$ cat src/logic/link_pkg.sv
package link_pkg;

	// Stream side
	localparam int NUM_STREAMS = 8;
	localparam int STREAM_DEPTH = 4;
	localparam int STREAM_PTR_W = $clog2(STREAM_DEPTH);
	localparam int STREAM_CNT_W = $clog2(STREAM_DEPTH + 1);

	// Command side
	localparam int AT_DEPTH = 16;
	localparam int AT_PTR_W = $clog2(AT_DEPTH);
	localparam int AT_CNT_W = $clog2(AT_DEPTH + 1);

	typedef logic [15:0] sample_t;
	typedef logic [NUM_STREAMS-1:0] stream_mask_t;
	typedef logic [$clog2(NUM_STREAMS)-1:0] stream_idx_t;

	// Oldest sample of the selected stream
	typedef struct packed
	{
		logic present;
		sample_t data;
	} stream_head_t;

	// Oldest AT character, plus release state of the batch
	typedef struct packed
	{
		logic present;
		logic batch_ready;
		logic [7:0] char;
	} at_head_t;

endpackage

$ cat src/logic/uart_pkg.sv
package uart_pkg;

	// Start bit, eight data bits LSB first, stop bit
	localparam int FRAME_BITS = 10;
	localparam int BIT_IDX_W = $clog2(FRAME_BITS);

	typedef logic [7:0] tx_byte_t;

	// Bit period and gap length, in clock cycles
	typedef logic [9:0] cycle_count_t;

endpackage

$ cat src/logic/at_buffer.sv
`timescale 1ns/1ns

module at_buffer
	import link_pkg::*;
	import uart_pkg::*;
(
	input logic clock,
	input logic reset,
	input tx_byte_t at_char,
	input logic at_load,
	input logic at_ack,
	input logic at_done,
	input logic at_pop,
	output logic at_stored,
	output at_head_t at_head
);

	tx_byte_t at_mem [AT_DEPTH];
	logic [AT_PTR_W-1:0] wr_ptr;
	logic [AT_PTR_W-1:0] rd_ptr;
	logic [AT_CNT_W-1:0] count;
	logic [AT_CNT_W-1:0] count_next;
	logic batch_ready;
	logic load_req;
	logic ack_req;
	logic push;
	logic pop;

	// User handshake: store on load, release on ack
	assign load_req = !at_stored && at_load;
	assign ack_req = at_stored && at_ack;

	// Full FIFO swallows the character, handshake still completes
	assign push = load_req && (count != AT_CNT_W'(AT_DEPTH));
	assign pop = at_pop && (count != '0);
	assign count_next = count + AT_CNT_W'(push) - AT_CNT_W'(pop);

	always_ff @(posedge clock or posedge reset)
	begin
		if (reset)
		begin
			wr_ptr <= '0;
			rd_ptr <= '0;
			count <= '0;
			at_stored <= 1'b0;
			batch_ready <= 1'b0;
		end
		else
		begin
			if (push)
				wr_ptr <= wr_ptr + 1'b1;
			if (pop)
				rd_ptr <= rd_ptr + 1'b1;
			count <= count_next;

			if (load_req)
				at_stored <= 1'b1;
			else if (ack_req)
				at_stored <= 1'b0;

			// Batch stays released until drained
			if (ack_req && at_done)
				batch_ready <= 1'b1;
			else if (count_next == '0)
				batch_ready <= 1'b0;
		end
	end

	always_ff @(posedge clock)
	begin
		if (push)
			at_mem[wr_ptr] <= at_char;
	end

	assign at_head.present = (count != '0);
	assign at_head.batch_ready = batch_ready;
	assign at_head.char = at_mem[rd_ptr];

endmodule

$ cat src/logic/bt_link_top.sv
`timescale 1ns/1ns

module bt_link_top
	import link_pkg::*;
	import uart_pkg::*;
(
	input logic clock,
	input logic reset,
	input stream_mask_t stream_valid,
	input sample_t stream_data [NUM_STREAMS],
	input logic access_datastreams,
	input logic want_at,
	input tx_byte_t at_char,
	input logic at_load,
	input logic at_ack,
	input logic at_done,
	input cycle_count_t cycles_per_bit,
	input cycle_count_t gap_cycles,
	output logic fpga_txd,
	output logic at_stored
);

	stream_head_t stream_head;
	at_head_t at_head;
	logic stream_pop;
	logic at_pop;

	stream_buffer u_streams
	(
		.clock(clock),
		.reset(reset),
		.stream_valid(stream_valid),
		.stream_data(stream_data),
		.stream_pop(stream_pop),
		.stream_head(stream_head)
	);

	at_buffer u_at
	(
		.clock(clock),
		.reset(reset),
		.at_char(at_char),
		.at_load(at_load),
		.at_ack(at_ack),
		.at_done(at_done),
		.at_pop(at_pop),
		.at_stored(at_stored),
		.at_head(at_head)
	);

	link_controller u_ctrl
	(
		.clock(clock),
		.reset(reset),
		.want_at(want_at),
		.access_datastreams(access_datastreams),
		.stream_head(stream_head),
		.at_head(at_head),
		.cycles_per_bit(cycles_per_bit),
		.gap_cycles(gap_cycles),
		.stream_pop(stream_pop),
		.at_pop(at_pop),
		.fpga_txd(fpga_txd)
	);

endmodule

$ cat src/logic/link_controller.sv
`timescale 1ns/1ns

module link_controller
	import link_pkg::*;
	import uart_pkg::*;
(
	input logic clock,
	input logic reset,
	input logic want_at,
	input logic access_datastreams,
	input stream_head_t stream_head,
	input at_head_t at_head,
	input cycle_count_t cycles_per_bit,
	input cycle_count_t gap_cycles,
	output logic stream_pop,
	output logic at_pop,
	output logic fpga_txd
);

	typedef enum logic [2:0]
	{
		IDLE,
		LOAD,
		SEND,
		GAP,
		SECOND
	} state_t;

	state_t state;
	state_t state_next;
	sample_t hold;
	logic low_pending;
	cycle_count_t gap_cnt;
	logic gap_over;
	logic take_at;
	logic take_stream;
	logic tx_start;
	logic tx_done;
	tx_byte_t tx_byte;

	// Source choice, AT path has priority whenever requested
	assign take_at = (state == IDLE) && want_at && at_head.batch_ready && at_head.present;
	assign take_stream = (state == IDLE) && !want_at && access_datastreams
		&& stream_head.present;

	assign at_pop = take_at;
	assign stream_pop = take_stream;

	assign gap_over = (gap_cnt >= gap_cycles);

	always_comb
	begin
		state_next = state;
		case (state)
			IDLE:
			begin
				if (take_at || take_stream)
					state_next = LOAD;
			end
			LOAD:
			begin
				state_next = SEND;
			end
			SEND:
			begin
				if (tx_done)
					state_next = GAP;
			end
			GAP:
			begin
				if (gap_over)
				begin
					if (low_pending)
						state_next = SECOND;
					else
						state_next = IDLE;
				end
			end
			SECOND:
			begin
				state_next = SEND;
			end
			default:
			begin
				state_next = IDLE;
			end
		endcase
	end

	always_ff @(posedge clock or posedge reset)
	begin
		if (reset)
		begin
			state <= IDLE;
			low_pending <= 1'b0;
			gap_cnt <= '0;
		end
		else
		begin
			state <= state_next;

			// Low byte still owed for a stream sample
			if (take_stream)
				low_pending <= 1'b1;
			else if (take_at || (state == SECOND))
				low_pending <= 1'b0;

			if (state == GAP)
				gap_cnt <= gap_cnt + 1'b1;
			else
				gap_cnt <= '0;
		end
	end

	// AT character rides in the high byte
	always_ff @(posedge clock)
	begin
		if (take_stream)
			hold <= stream_head.data;
		else if (take_at)
			hold <= {at_head.char, 8'h00};
	end

	assign tx_start = (state == LOAD) || (state == SECOND);
	assign tx_byte = (state == SECOND) ? hold[7:0] : hold[15:8];

	uart_tx u_tx
	(
		.clock(clock),
		.reset(reset),
		.tx_start(tx_start),
		.tx_byte(tx_byte),
		.cycles_per_bit(cycles_per_bit),
		.fpga_txd(fpga_txd),
		.tx_done(tx_done)
	);

endmodule

$ cat src/logic/stream_buffer.sv
`timescale 1ns/1ns

module stream_buffer
	import link_pkg::*;
(
	input logic clock,
	input logic reset,
	input stream_mask_t stream_valid,
	input sample_t stream_data [NUM_STREAMS],
	input logic stream_pop,
	output stream_head_t stream_head
);

	sample_t fifo_mem [NUM_STREAMS][STREAM_DEPTH];
	logic [STREAM_PTR_W-1:0] wr_ptr [NUM_STREAMS];
	logic [STREAM_PTR_W-1:0] rd_ptr [NUM_STREAMS];
	logic [STREAM_CNT_W-1:0] count [NUM_STREAMS];
	logic [STREAM_CNT_W-1:0] count_next [NUM_STREAMS];
	stream_mask_t push;
	stream_mask_t pop;
	stream_idx_t sel;
	stream_idx_t next_sel;
	stream_idx_t cand;
	logic found;

	// Per-stream write and read enables
	always_comb
	begin
		for (int i = 0; i < NUM_STREAMS; i++)
		begin
			push[i] = stream_valid[i] && (count[i] != STREAM_CNT_W'(STREAM_DEPTH));
			pop[i] = stream_pop && (sel == stream_idx_t'(i)) && (count[i] != '0);
			count_next[i] = count[i] + STREAM_CNT_W'(push[i]) - STREAM_CNT_W'(pop[i]);
		end
	end

	// Search upward from the current stream, the current one last
	always_comb
	begin
		next_sel = sel;
		found = 1'b0;
		cand = sel;
		for (int i = 1; i <= NUM_STREAMS; i++)
		begin
			cand = sel + stream_idx_t'(i);
			if (!found && (count_next[cand] != '0))
			begin
				next_sel = cand;
				found = 1'b1;
			end
		end
	end

	always_ff @(posedge clock or posedge reset)
	begin
		if (reset)
		begin
			sel <= '0;
			for (int i = 0; i < NUM_STREAMS; i++)
			begin
				wr_ptr[i] <= '0;
				rd_ptr[i] <= '0;
				count[i] <= '0;
			end
		end
		else
		begin
			// Move on after a pop, or when parked on an empty stream
			if (stream_pop || (count[sel] == '0))
				sel <= next_sel;
			for (int i = 0; i < NUM_STREAMS; i++)
			begin
				if (push[i])
					wr_ptr[i] <= wr_ptr[i] + 1'b1;
				if (pop[i])
					rd_ptr[i] <= rd_ptr[i] + 1'b1;
				count[i] <= count_next[i];
			end
		end
	end

	// Sample storage
	always_ff @(posedge clock)
	begin
		for (int i = 0; i < NUM_STREAMS; i++)
		begin
			if (push[i])
				fifo_mem[i][wr_ptr[i]] <= stream_data[i];
		end
	end

	assign stream_head.present = (count[sel] != '0);
	assign stream_head.data = fifo_mem[sel][rd_ptr[sel]];

endmodule

$ cat src/logic/uart_tx.sv
`timescale 1ns/1ns

module uart_tx
	import uart_pkg::*;
(
	input logic clock,
	input logic reset,
	input logic tx_start,
	input tx_byte_t tx_byte,
	input cycle_count_t cycles_per_bit,
	output logic fpga_txd,
	output logic tx_done
);

	logic busy;
	logic [BIT_IDX_W-1:0] bit_idx;
	cycle_count_t cyc_cnt;
	logic [8:0] shift;
	logic bit_end;
	logic start_ok;

	// Start only from idle
	assign start_ok = tx_start && !busy;
	assign bit_end = busy && (cyc_cnt == cycles_per_bit - 1'b1);

	// Last cycle of the stop bit
	assign tx_done = bit_end && (bit_idx == BIT_IDX_W'(FRAME_BITS - 1));

	always_ff @(posedge clock or posedge reset)
	begin
		if (reset)
		begin
			busy <= 1'b0;
			bit_idx <= '0;
			cyc_cnt <= '0;
			fpga_txd <= 1'b1;
		end
		else if (start_ok)
		begin
			busy <= 1'b1;
			bit_idx <= '0;
			cyc_cnt <= '0;
			fpga_txd <= 1'b0;
		end
		else if (busy)
		begin
			if (bit_end)
			begin
				cyc_cnt <= '0;
				if (tx_done)
				begin
					busy <= 1'b0;
					fpga_txd <= 1'b1;
				end
				else
				begin
					bit_idx <= bit_idx + 1'b1;
					fpga_txd <= shift[0];
				end
			end
			else
				cyc_cnt <= cyc_cnt + 1'b1;
		end
	end

	// Data bits then stop bit, shifted out LSB first
	always_ff @(posedge clock)
	begin
		if (start_ok)
			shift <= {1'b1, tx_byte};
		else if (bit_end)
			shift <= {1'b1, shift[8:1]};
	end

endmodule

$ cat config.mk
export PLATFORM = sky130hd
export DESIGN_NAME = bt_link_top
export DESIGN_NICKNAME = d
export VERILOG_FILES = /design/src/logic/link_pkg.sv /design/src/logic/uart_pkg.sv /design/src/logic/at_buffer.sv /design/src/logic/bt_link_top.sv /design/src/logic/link_controller.sv /design/src/logic/stream_buffer.sv /design/src/logic/uart_tx.sv
export SDC_FILE = /design/constraint.sdc
export NUM_CORES = 1
export LEC_CHECK = 0
export ABC_AREA = 1
export BUFFER_PORTS_ARGS = -buffer_cell sky130_fd_sc_hd__clkbuf_2
export CORE_ASPECT_RATIO = 0.6
export CORE_UTILIZATION = 30
export DETAILED_ROUTE_END_ITERATION = 8
export SYNTH_ARGS = -nofsm -noshare
export SYNTH_HDL_FRONTEND = slang
export SYNTH_SLANG_ARGS = --single-unit
$ cat constraint.sdc
create_clock -name clock -period 4.5 [get_ports clock]
set_input_delay 0.9 -clock clock [delete_from_list [all_inputs] [get_ports clock]]
set_output_delay 0.9 -clock clock [all_outputs]
set_load 0.03 [all_outputs]
==> results.md, run 1 <==
- Number of routed nets with antenna violations: 0
- EDFF count, synth: 664
- Crit Path Class: reg2reg
- # DRC: 0
- Reg2reg path depth: 31
- CTS sink cnt: 768
- Final setup violation count: 0
- GPL Wtd Cong: roughly 0.88
- CP required: slightly above 5 ns
- Cell count after placement: between 4000 and 5000
- Final Hold Fails: 0
- Ys flop type: edfxtp_1
- Via count: 23000
- Relative slew slack: 26.9%
- Root buffer cell: clkbuf_16
- Reg power frac: 36.9%
- Max Buffers Root-to-Sink: 3
- IO Count: 173
- Initial drt markers: 3129
- Combinational power share: about two fifths
- Most frequent cells in the layout: edfxtp_1 (664), nor2_1 (493), o21ai_0 (357)
- Die Y: ~260 um
- Row count: 94
- Tot GR Track Use: 17.7%
- Slew Viols, Final: 0
- I/O Buffers: 172
- Post-synthesis cell type count: 51
- CTS tree: built
- Sw Share: approximately 41%
- Launching point of the worst reg2reg path: u_streams.sel[0]
- Gr busiest metal: met1
- Final net count: about 3300
- Simple-Gate Fraction of Synth Area: a little over a tenth
- Worst Skew: slightly below 0.05 ns
- Core area: 110000 um2
- Final HPWL DP: approximately 70000 um
- Initial antenna violation count: 25
- Largest stage delay on the critical path: 0.55 ns
- Multiplexer share of the synthesized area: 0%
- Async set-reset flop share out of synthesis: 13.5%
- Post-Synthesis Cells: 2827
- Status: completed
- Number of buffers created by CTS: 77
- Worst-skew pair later-pin latency: around 0.69 ns
- P_int: 16.0 mW
- Share of post-route cells with drive strength above 1: 16.5%
- #FFs+latches synth: 768
- Worst IR drop on VDD: 0.322 mV
- LEAKAGE: 14.5 nW
- Worst path slowest cell: dfrtp_4
- Mapped cell area: ~33000 um2
- Initial core utilization: 30.3%
- CP most frequent cell: nand2_1
- Final Cycle Share: 94.5%
- Die area: 112000 um2
- Fmax: 235 MHz
- GR Util met2: 24.1%
- Psw: 11.1 mW
- Syn Area/Cell: between 10 and 15 um2
- Synth Area in Compound Gates: 11.4%
- P&R area growth vs syn: 17.4%
- Routed length per instance: roughly 22 um
- Max Cap Viol: 0
- Arr. time, crit path: 4.82 ns
- Largest family of logic cells by synthesized area: compound AO/OA/AOI/OAI gates
- Seq/Total Area, Yosys: 67.8%
- Final WL: 101000 um
- Worst flop-to-flop path endpoint: u_streams.sel[2]
- R2r setup slk: 0.25 ns
- Met1 GRT Util: 27.4%
- Fin worst setup slack: 0.247 ns
- Pwr dens: 696 nW/um2
- Via density per instance: 4.97
- Grt ovf: 0
- Reg clk slew, reported paths: 0.07 ns
- Vias in the first global route: 21100
- Post-Syn Nets: 3088
- Met3 Use GR: under 10%
- Hold slack: 0.406 ns
- Largest net degree at the start of global routing: 191
- Post-synthesis adder-cell area fraction: 3.59%
- Overall die width: ~430 um
- Fin cells: 4628
- First-pass GRT wire length: 146000 um
- Htree depth: 3
- Worst setup SP type: flip-flop
- Hold crit path type: in2async
- Worst slack at placement: -0.119 ns
- Clk pwr share: between 20% and 30%
- Commonest non-fill, non-tap cell in the layout: edfxtp_1
- Unrepaired setup endpoints after global routing: true
- Yosys Warn Count: 0
- CP Max Fanout: 18
- Critical Path Sink Type: flip-flop
- Synth Area in XOR/XNOR: 1.45%
- Pre-Repair DR Iteration Count: 5
- Actual slew at the worst max-slew pin: 1.09 ns
- Final Critical Period: approximately 4.3 ns
==> metal layers <==
metal  vias to the layer above  routed length [um]
met2                      1128               40300
li1                      10500                   -
met4                        16                2080
met3                       135               11100
met1                     11200               47300
met5                         -                  98
==> per-stage QoR <==
| stage | util [%] | TNS, ns | power, mW | instance area [um2] |
|---|---|---|---|---|
| floorplan | - | 0 | 16.4 | 33200 |
| global placement | 32.9 | -0.268 | 20.2 | 36100 |
| detailed placement | 32.9 | -0.305 | 20.3 | 36100 |
| CTS | 35.1 | 0 | 26.7 | 38600 |
| global route | 35.5 | -0.252 | 28.6 | 39000 |
| finish | 35.6 | 0 | 27.2 | 39000 |
==> cell usage after synthesis, types with 2 or more instances <==
cell       count  area, um2
a211oi_1       3       22.5
a21oi_1       37        185
a31oi_1       10       62.6
buf_1          3       11.3
buf_2         34        170
buf_4         10       75.1
buf_6          6       67.6
clkbuf_1      74        278
dfrtp_1      103       2580
edfxtp_1     664      19900
fa_1           9        180
ha_1          81       1010
inv_1        256        961
inv_2         14       52.6
nand2_1      200        751
nand2_2       15       93.8
nand3_1      103        515
nand3b_1       3       22.5
nand4_1       10       62.6
nor2_1       504       1890
nor2_2         3       18.8
nor2_4         4       45.0
nor3_1        18       90.1
nor3_2         2       20.0
nor4_1         3       18.8
o2111ai_1     32        280
o211ai_1       2       15.0
o21ai_0      362       1810
o21ai_1       13       65.1
o21ai_2        4       35.0
o221ai_1      18        158
o22ai_1      108        676
o311ai_1      31        272
o31ai_1       17        128
o32ai_1        2       17.5
xnor2_1        8       70.1
xor2_1        47        412
==> power groups by stage <==
| stage | Combinational [mW] | Sequential (mW) | Clock, mW |
|---|---|---|---|
| final | 10.8 | 10.0 | 6.38 |
| after global routing | 11.8 | 10.1 | 6.72 |
| after CTS | 10.2 | 10.0 | 6.46 |
| after detailed placement | 10.1 | 10.1 | 0 |
| after global placement | 10.1 | 10.1 | 0 |
| after floorplan | 6.50 | 9.93 | 0 |
==> how the worst max path moves through the flow <==
stage                         from               end  depth (start not counted)
3_3_place_gp               want_at  u_streams.sel[1]                         28
3_5_place_dp               want_at  u_streams.sel[1]                         28
4_1_cts            u_ctrl.state[0]  u_streams.sel[1]                         30
5_1_grt        u_streams.count[13]  u_streams.sel[1]                         30
6_report          u_streams.sel[0]  u_streams.sel[2]                         31
2_1_floorplan     u_streams.sel[0]  u_streams.sel[1]                         33
==> cell families after synthesis <==
family | after synthesis
compound gates | 642
xor+xnor | 55
fa+ha+maj | 90
buf+inv | 401
flops | 768
simple gates | 871
==> critical path, delay by kind of cell (launching register included) <==
kind                       cells  cell delay [ns]
and+or+nand+nor               20             1.94
buffers and inverters          5             0.38
AOI/OAI and AO/OA              3             0.36
DFF                            1             0.55
adders and majority gates      3             0.90
==> registers in the layout (all words and copies together) (netlist names), 5 cells and up <==
name / cells
u_streams.fifo_mem: 512
u_ctrl.gap_cnt: 10
u_ctrl.u_tx.shift: 8
u_streams.rd_ptr: 16
u_at.at_mem: 128
u_ctrl.u_tx.cyc_cnt: 10
u_at.count: 5
u_ctrl.hold: 16
u_streams.wr_ptr: 16
u_streams.count: 24
==> layout make-up <==
type	count	area [um2]
fillers	10700	70700
flip-flops and latches	768	22600
multi-input cells	1658	9300
clock buffers	96	2010
well taps	1488	1860
repair buffers	294	1800
inverters	273	1040
clock inverters	42	428
diodes	9	22.5
==> what timing repair did <==
| item | CTS | global route |
|---|---|---|
| buffers inserted | 0 | 25 |
| hold buffers | 0 | 0 |
| gates resized for setup | 0 | 71 |
| setup endpoints to repair | 0 | 3 |
Power figures use the tool's default switching activity.
==> run 2: changes to the inputs <==
--- a/config.mk
+++ b/config.mk
@@ -7,9 +7,12 @@
 export LEC_CHECK = 0
 export ABC_AREA = 1
 export BUFFER_PORTS_ARGS = -buffer_cell sky130_fd_sc_hd__clkbuf_2
+export CELL_PAD_IN_SITES_DETAIL_PLACEMENT = 2
+export CELL_PAD_IN_SITES_GLOBAL_PLACEMENT = 2
 export CORE_ASPECT_RATIO = 0.6
 export CORE_UTILIZATION = 30
 export DETAILED_ROUTE_END_ITERATION = 8
+export PLACE_DENSITY_LB_ADDON = 0.1
 export SYNTH_ARGS = -nofsm -noshare
 export SYNTH_HDL_FRONTEND = slang
 export SYNTH_SLANG_ARGS = --single-unit
==> results.md, run 2 (synthesized netlist as in run 1, its figures left out) <==
- Area occupied by multi-input gates: 9670 um2 (+4.0%)
- Commonest non-fill, non-tap cell in the layout: edfxtp_1
- CP startpoint: u_streams.sel[0]
- Hold-fix buffers, CTS: 0 (unchanged)
- I/O Buffers: 172 (unchanged)
- Max reg flops: 512 (unchanged)
- Worst-skew pair later-pin latency: 0.69 ns (about the same)
- Unrepaired setup endpoints after global routing: true
- Initial drt markers: 2134 (-32%)
- Critical Path Sink Type: flip-flop
- Reg power frac: 33.3% (-3.6 points)
- Overall die width: 432 um (unchanged)
- Cell count after placement: 4510 (+1.2%)
- Psw: 12.7 mW (+14%)
- Max Buffers Root-to-Sink: 3 (unchanged)
- Buf/Inv on CP: 6 (+1)
- FF+latch area: 22600 um2 (about the same)
- CP required: 5.06 ns (about the same)
- Worst setup SP type: flip-flop
- Actual slew at the worst max-slew pin: 1.20 ns (+0.117 ns)
- Initial core utilization: 30.3% (unchanged)
- Status: completed
- Final Critical Period: 4.35 ns (+0.0929 ns)
- Largest stage delay on the critical path: 0.56 ns (about the same)
- Fmax: 230 MHz (-2.1%)
- Root buffer cell: clkbuf_16
- Initial antenna violation count: 14 (-44%)
- Final WL: 127000 um (+26%)
- Worst IR drop on VDD: 0.309 mV (-3.9%)
- Number of buffers created by CTS: 81 (+5.2%)
- Hold crit path type: in2async
- Via density per instance: 5.11 (+2.8%)
- Tot GR Track Use: 22.3% (+4.6 points)
- Worst Skew: 0.0397 ns (-0.00915 ns)
- Pre-Repair DR Iteration Count: 6 (+1)
- Most frequent cells in the layout: edfxtp_1 (664), nor2_1 (470), o21ai_0 (357)
- Crit Path Class: reg2reg
- Pwr dens: 748 nW/um2 (+7.4%)
- Final HPWL DP: 86000 um (+25%)
- CP delay by family, top: simple AND/OR/NAND/NOR gates
- Arr. time, crit path: 4.91 ns (+0.09 ns)
- Reg clk slew, reported paths: 0.07 ns (about the same)
- Die area: 112000 um2 (unchanged)
- Final setup violation count: 0 (unchanged)
- Worst slack at placement: -0.331 ns (-0.211 ns)
- Grt ovf: 0 (unchanged)
- Sw Share: 42.1% (+1.1 points)
- Worst path slowest cell: dfrtp_4
- Die Y: 260 um (unchanged)
- Row count: 94 (unchanged)
- Largest net degree at the start of global routing: 166 (-13%)
- Core area: 110000 um2 (unchanged)
- Final net count: 3398 (+2.0%)
- Htree depth: 3 (unchanged)
- Max Cap Viol: 0 (unchanged)
- Clk pwr share: 24.1% (+0.6 points)
- GPL Wtd Cong: 0.821 (-7.1%)
- Fin cells: 4701 (+1.6%)
- Final Hold Fails: 0 (unchanged)
- P_int: 17.4 mW (+8.7%)
- Tot Pwr: 30.1 mW (+11%)
- Layout filler cell count: 11500 (+7.2%)
- Slew Viols, Final: 0 (unchanged)
- CTS sink cnt: 768 (unchanged)
- # DRC: 0 (unchanged)
- Relative slew slack: 19.9% (-7.0 points)
- CTS tree: built
- Combinational power share: 42.5% (+2.9 points)
- LEAKAGE: 15.0 nW (+3.4%)
- Number of routed nets with antenna violations: 0 (unchanged)
- Via count: 24000 (+4.4%)
- Vias in the first global route: 25200 (+19%)
- Final Cycle Share: 96.6% (+2.1 points)
- Share of post-route cells with drive strength above 1: 20.4% (+3.9 points)
- Launching point of the worst reg2reg path: u_streams.sel[0]
- CP most frequent cell: nand2_2
- IO Count: 173 (unchanged)
- CP Max Fanout: 17 (-1)
- Routed length per instance: 26.9 um (+24%)
- Fin worst setup slack: 0.154 ns (-0.0929 ns)
- First-pass GRT wire length: 181000 um (+24%)
- P&R area growth vs syn: 21.1%
[run 2: layout make-up]
class,count,share of cell area (%)
clock inverter,36,1.26
multi-input combinational,1658,24.0
clock buffer,113,5.69
sequential,768,56.0
inverter,273,2.61
antenna,10,0.0622
tap,1488,4.63
timing repair buffer,355,5.70
[run 2: worst paths after layout]
| path | end | slack (ns) | cells after the start |
|---|---|---|---|
| max | u_streams.sel[1] | 0.15 | 32 |
| min | u_ctrl.state[2] | 0.34 | 2 |
| max reg2reg | u_streams.sel[1] | 0.15 | 32 |
| min reg2reg | u_streams.rd_ptr[15] | 0.47 | 1 |
| max in group asynchronous | u_streams.count[4] | 3.26 | 3 |
| min in group clock | u_streams.fifo_mem[4][47] | 0.45 | 1 |
[run 2: through the flow]
step	TNS [ns]	hold slack, ns	cell area, um2	utilization, %
global route	-0.452	0.369	40300	36.7
global placement	-0.522	0.456	36700	33.5
detailed placement	-0.933	0.457	36700	33.5
floorplan	0	0.442	33200	-
finish	0	0.343	40300	36.7
CTS	0	0.344	39800	36.2
[run 2: layer usage]
metal	GRT usage, %	share of wire [%]
met5	0	0
met4	5.53	1.7
met3	4.86	6.4
met2	32.6	43
met1	33.3	49
[run 2: power groups by stage]
stage | sequential (mW) | combinational, mW | clock [mW]
6_report | 10.0 | 12.8 | 7.25
5_1_grt | 10.2 | 13.9 | 7.63
4_1_cts | 10.0 | 12.3 | 7.40
3_5_place_dp | 10.2 | 11.9 | 0
3_3_place_gp | 10.1 | 11.5 | 0
2_1_floorplan | 9.93 | 6.50 | 0
[run 2: timing repair]
action / in CTS / in global routing
endpoints found under the setup margin: 3 / 3
pin swaps: 20 / 53
setup buffers: 17 / 15
resized for setup: 35 / 91
==> run 3: changes to the inputs <==
--- a/config.mk
+++ b/config.mk
@@ -5,12 +5,12 @@
 export SDC_FILE = /design/constraint.sdc
 export NUM_CORES = 1
 export LEC_CHECK = 0
-export ABC_AREA = 1
 export BUFFER_PORTS_ARGS = -buffer_cell sky130_fd_sc_hd__clkbuf_2
 export CELL_PAD_IN_SITES_DETAIL_PLACEMENT = 2
 export CELL_PAD_IN_SITES_GLOBAL_PLACEMENT = 2
 export CORE_ASPECT_RATIO = 0.6
 export CORE_UTILIZATION = 30
+export CTS_CLUSTER_SIZE = 40
 export DETAILED_ROUTE_END_ITERATION = 8
 export PLACE_DENSITY_LB_ADDON = 0.1
 export SYNTH_ARGS = -nofsm -noshare
==> results.md, run 3 <==
- P&R area growth vs syn: 21.4%
- GPL Wtd Cong: 0.765 (-6.7%)
- Die area: 110000 um2 (-2.2%)
- Ys flop type: edfxtp_1
- Post-Syn Nets: 2014 (-35%)
- Pre-Repair DR Iteration Count: 6 (unchanged)
- Via density per instance: 4.93 (-3.4%)
- Seq/Total Area, Yosys: 69.3% (+1.5 points)
- Via count: 17900 (-26%)
- Routed length per instance: 28.8 um (+7.0%)
- Largest stage delay on the critical path: 0.48 ns (-0.08 ns)
- Unrepaired setup endpoints after global routing: true
- Most instantiated cells after synthesis: edfxtp_1 (664), mux4_2 (207), dfrtp_1 (103)
- Most frequent cells in the layout: edfxtp_1 (664), mux4_2 (208), buf_4 (177)
- R2r setup slk: -0.55 ns (-0.71 ns)
- Post-synthesis cell type count: 71 (+39%)
- Worst IR drop on VDD: 0.274 mV (-11%)
- Max Cap Viol: 0 (unchanged)
- Syn Area/Cell: 18.5 um2 (+58%)
- Actual slew at the worst max-slew pin: 1.12 ns (-0.0780 ns)
- Relative slew slack: 24.8% (+4.9 points)
- Yosys Warn Count: 0 (unchanged)
- Sw Share: 34.6% (-7.5 points)
- CP Max Fanout: 4 (-13)
- Htree depth: 3 (unchanged)
- CP required: 5.08 ns (+0.02 ns)
- Worst-skew pair later-pin latency: 0.67 ns (-0.02 ns)
- Core area: 107000 um2 (-2.1%)
- Share of the synthesized area in the top cell type: 61.3% (+1.4 points)
- Reg power frac: 35.7% (+2.4 points)
- Overall die width: 427 um (-1.1%)
- Launching point of the worst reg2reg path: u_streams.count[14]
- CTS sink cnt: 768 (unchanged)
- Combinational power share: 39.8% (-2.7 points)
- Crit Path Class: reg2reg
- Commonest non-fill, non-tap cell in the layout: edfxtp_1
- Final Hold Fails: 0 (unchanged)
- Reg clk slew, reported paths: 0.07 ns (about the same)
- Root buffer cell: clkbuf_16
- Grt ovf: 0 (unchanged)
- Dominant cell by count in the synthesized netlist: edfxtp_1
- Final Cycle Share: 112% (+16 points)
- LEAKAGE: 14.2 nW (-4.9%)
- Worst path slowest cell: mux4_2
- Vias in the first global route: 19600 (-22%)
- Arr. time, crit path: 5.63 ns (+0.72 ns)
- Row count: 93 (-1.1%)
- Fmax: 198 MHz (-14%)
- Final net count: 2386 (-30%)
- CP startpoint: u_streams.count[14]
- Initial antenna violation count: 13 (-1)
- Clk pwr share: 24.5% (+0.4 points)
- CTS tree: built
- Status: finished, violations left
- Worst slack at placement: -0.903 ns (-0.573 ns)
- Hold slack: 0.416 ns (+0.0736 ns)
- Failing checks: negative setup slack
- Post-Synthesis Cells: 1753 (-38%)
- Final setup violation count: 3 (+3)
- Final HPWL DP: 70900 um (-18%)
- Hold crit path type: in2async
- Worst flop-to-flop path endpoint: u_streams.sel[1]
- Final Critical Period: 5.05 ns (+0.709 ns)
- Initial core utilization: 30.3% (about the same)
- Max Buffers Root-to-Sink: 3 (unchanged)
- First-pass GRT wire length: 149000 um (-17%)
- Pwr dens: 714 nW/um2 (-4.5%)
- #FFs+latches synth: 768 (unchanged)
- Psw: 9.76 mW (-23%)
- Reg2reg path depth: 20 (-38%)
- Worst Skew: 0.0310 ns (-0.00869 ns)
- Mapped cell area: 32500 um2 (-2.2%)
- Share of post-route cells with drive strength above 1: 36.1% (+16 points)
- Max reg flops: 512 (unchanged)
- Critical path destination: u_streams.sel[1]
- Synth area leaders: edfxtp_1 (61%), mux4_2 (14%), dfrtp_1 (7.9%)
- Worst setup SP type: flip-flop
- IO Count: 173 (unchanged)
- Top cell type by total area after synthesis: edfxtp_1
- Slew Viols, Final: 0 (unchanged)
- Crit path cell chain: or3_4 > a31oi_4 > o22ai_2 > a31oi_2 > nand2b_4 > buf_6 > nor4b_4 > ha_1 > inv_1 > ha_1 > inv_1 > fa_2 > xor3_2 > mux2i_4 > nand2_1 > mux4_2 > or3_4 > or4_4 > mux2_4 > a21oi_2
- EDFF count, synth: 664 (unchanged)
- Number of buffers created by CTS: 80 (-1.2%)
- Final WL: 104000 um (-18%)
- Die Y: 257 um (-1.1%)
- Tot Pwr: 28.2 mW (-6.4%)
- # DRC: 0 (unchanged)
- Hold-fix buffers, CTS: 0 (unchanged)
- Number of routed nets with antenna violations: 0 (unchanged)
- Largest net degree at the start of global routing: 67 (-60%)
- Async set-reset flop share out of synthesis: 13.5% (unchanged)
- I/O Buffers: 172 (unchanged)
- Fin worst setup slack: -0.555 ns (-0.709 ns)
- Initial drt markers: 1283 (-40%)
- Critical Path Sink Type: flip-flop
- Tot GR Track Use: 19.3% (-3.1 points)
- P_int: 18.4 mW (+5.7%)
[run 3: final cells by class]
| class | count | area [um2] |
|---|---|---|
| multi-input cells | 827 | 9760 |
| fillers | 10500 | 67900 |
| clock inverters | 45 | 497 |
| clock buffers | 104 | 2190 |
| well taps | 1425 | 1780 |
| diodes | 4 | 10.0 |
| inverters | 88 | 333 |
| repair buffers | 360 | 2330 |
| flip-flops and latches | 768 | 22600 |
[run 3: power by group through the flow]
stage | clock [mW] | combinational (mW) | sequential (mW)
detailed placement | 0 | 10.8 | 10.2
global placement | 0 | 10.6 | 10.1
global route | 7.34 | 12.1 | 10.2
floorplan | 0 | 6.38 | 9.82
CTS | 7.11 | 11.3 | 10.1
finish | 6.89 | 11.2 | 10.1
[run 3: per-stage QoR]
step	cell area (um2)	instances	utilization, %	TNS [ns]
2_1_floorplan	32600	1753	-	-0.263
3_3_place_gp	36300	3445	33.8	-1.86
3_5_place_dp	36300	3445	33.8	-2.21
4_1_cts	39300	3610	36.6	-1.19
5_1_grt	39500	3620	36.7	-1.97
6_report	39500	3621	36.7	-1.31
[run 3: kinds of logic after synthesis]
group | count (synthesis) | share of synthesized area [%]
flops | 768 | 69.3
simple gates | 283 | 4.39
mux | 247 | 15.7
buf+inv | 158 | 1.89
compound gates | 131 | 2.59
fa+ha+maj | 90 | 3.67
xor+xnor | 76 | 2.42
[run 3: critical path: cells and delay by family (launching register included)]
family	cells	cell delay, ns
muxes	3	0.98
xor gates and xnor gates	1	0.47
DFF	1	0.38
AOI/OAI and AO/OA	4	0.65
adders and majority gates	3	0.76
buffers and inverters	3	0.24
and+or+nand+nor	6	1.52
[run 3: how the worst min path moves through the flow]
stage | start | end | slack, ns | cells after the start
2_1_floorplan | u_streams.rd_ptr[3] | u_streams.rd_ptr[3] | 0.44 | 1
5_1_grt | stream_data[4] | u_streams.fifo_mem[7][52] | 0.41 | 1
3_3_place_gp | u_streams.rd_ptr[13] | u_streams.rd_ptr[13] | 0.46 | 1
6_report | reset | u_streams.count[23] | 0.42 | 2
3_5_place_dp | u_streams.rd_ptr[11] | u_streams.rd_ptr[11] | 0.47 | 1
4_1_cts | stream_data[22] | u_streams.fifo_mem[6][54] | 0.39 | 1
[run 3: routing by layer]
metal / track usage, % / part of all wire, % / vias to the layer above
met5: 0 / 0.053 / -
met4: 4.30 / 1.8 / 8
met3: 3.74 / 3.9 / 106
met2: 29.0 / 45 / 330
met1: 28.7 / 49 / 9774
li1: - / - / 7649
[run 3: timing repair]
item / in CTS / in global routing
resized for setup: 49 / 26
endpoints found under the setup margin: 3 / 7
setup buffers: 16 / 7
pin swaps: 14 / 12
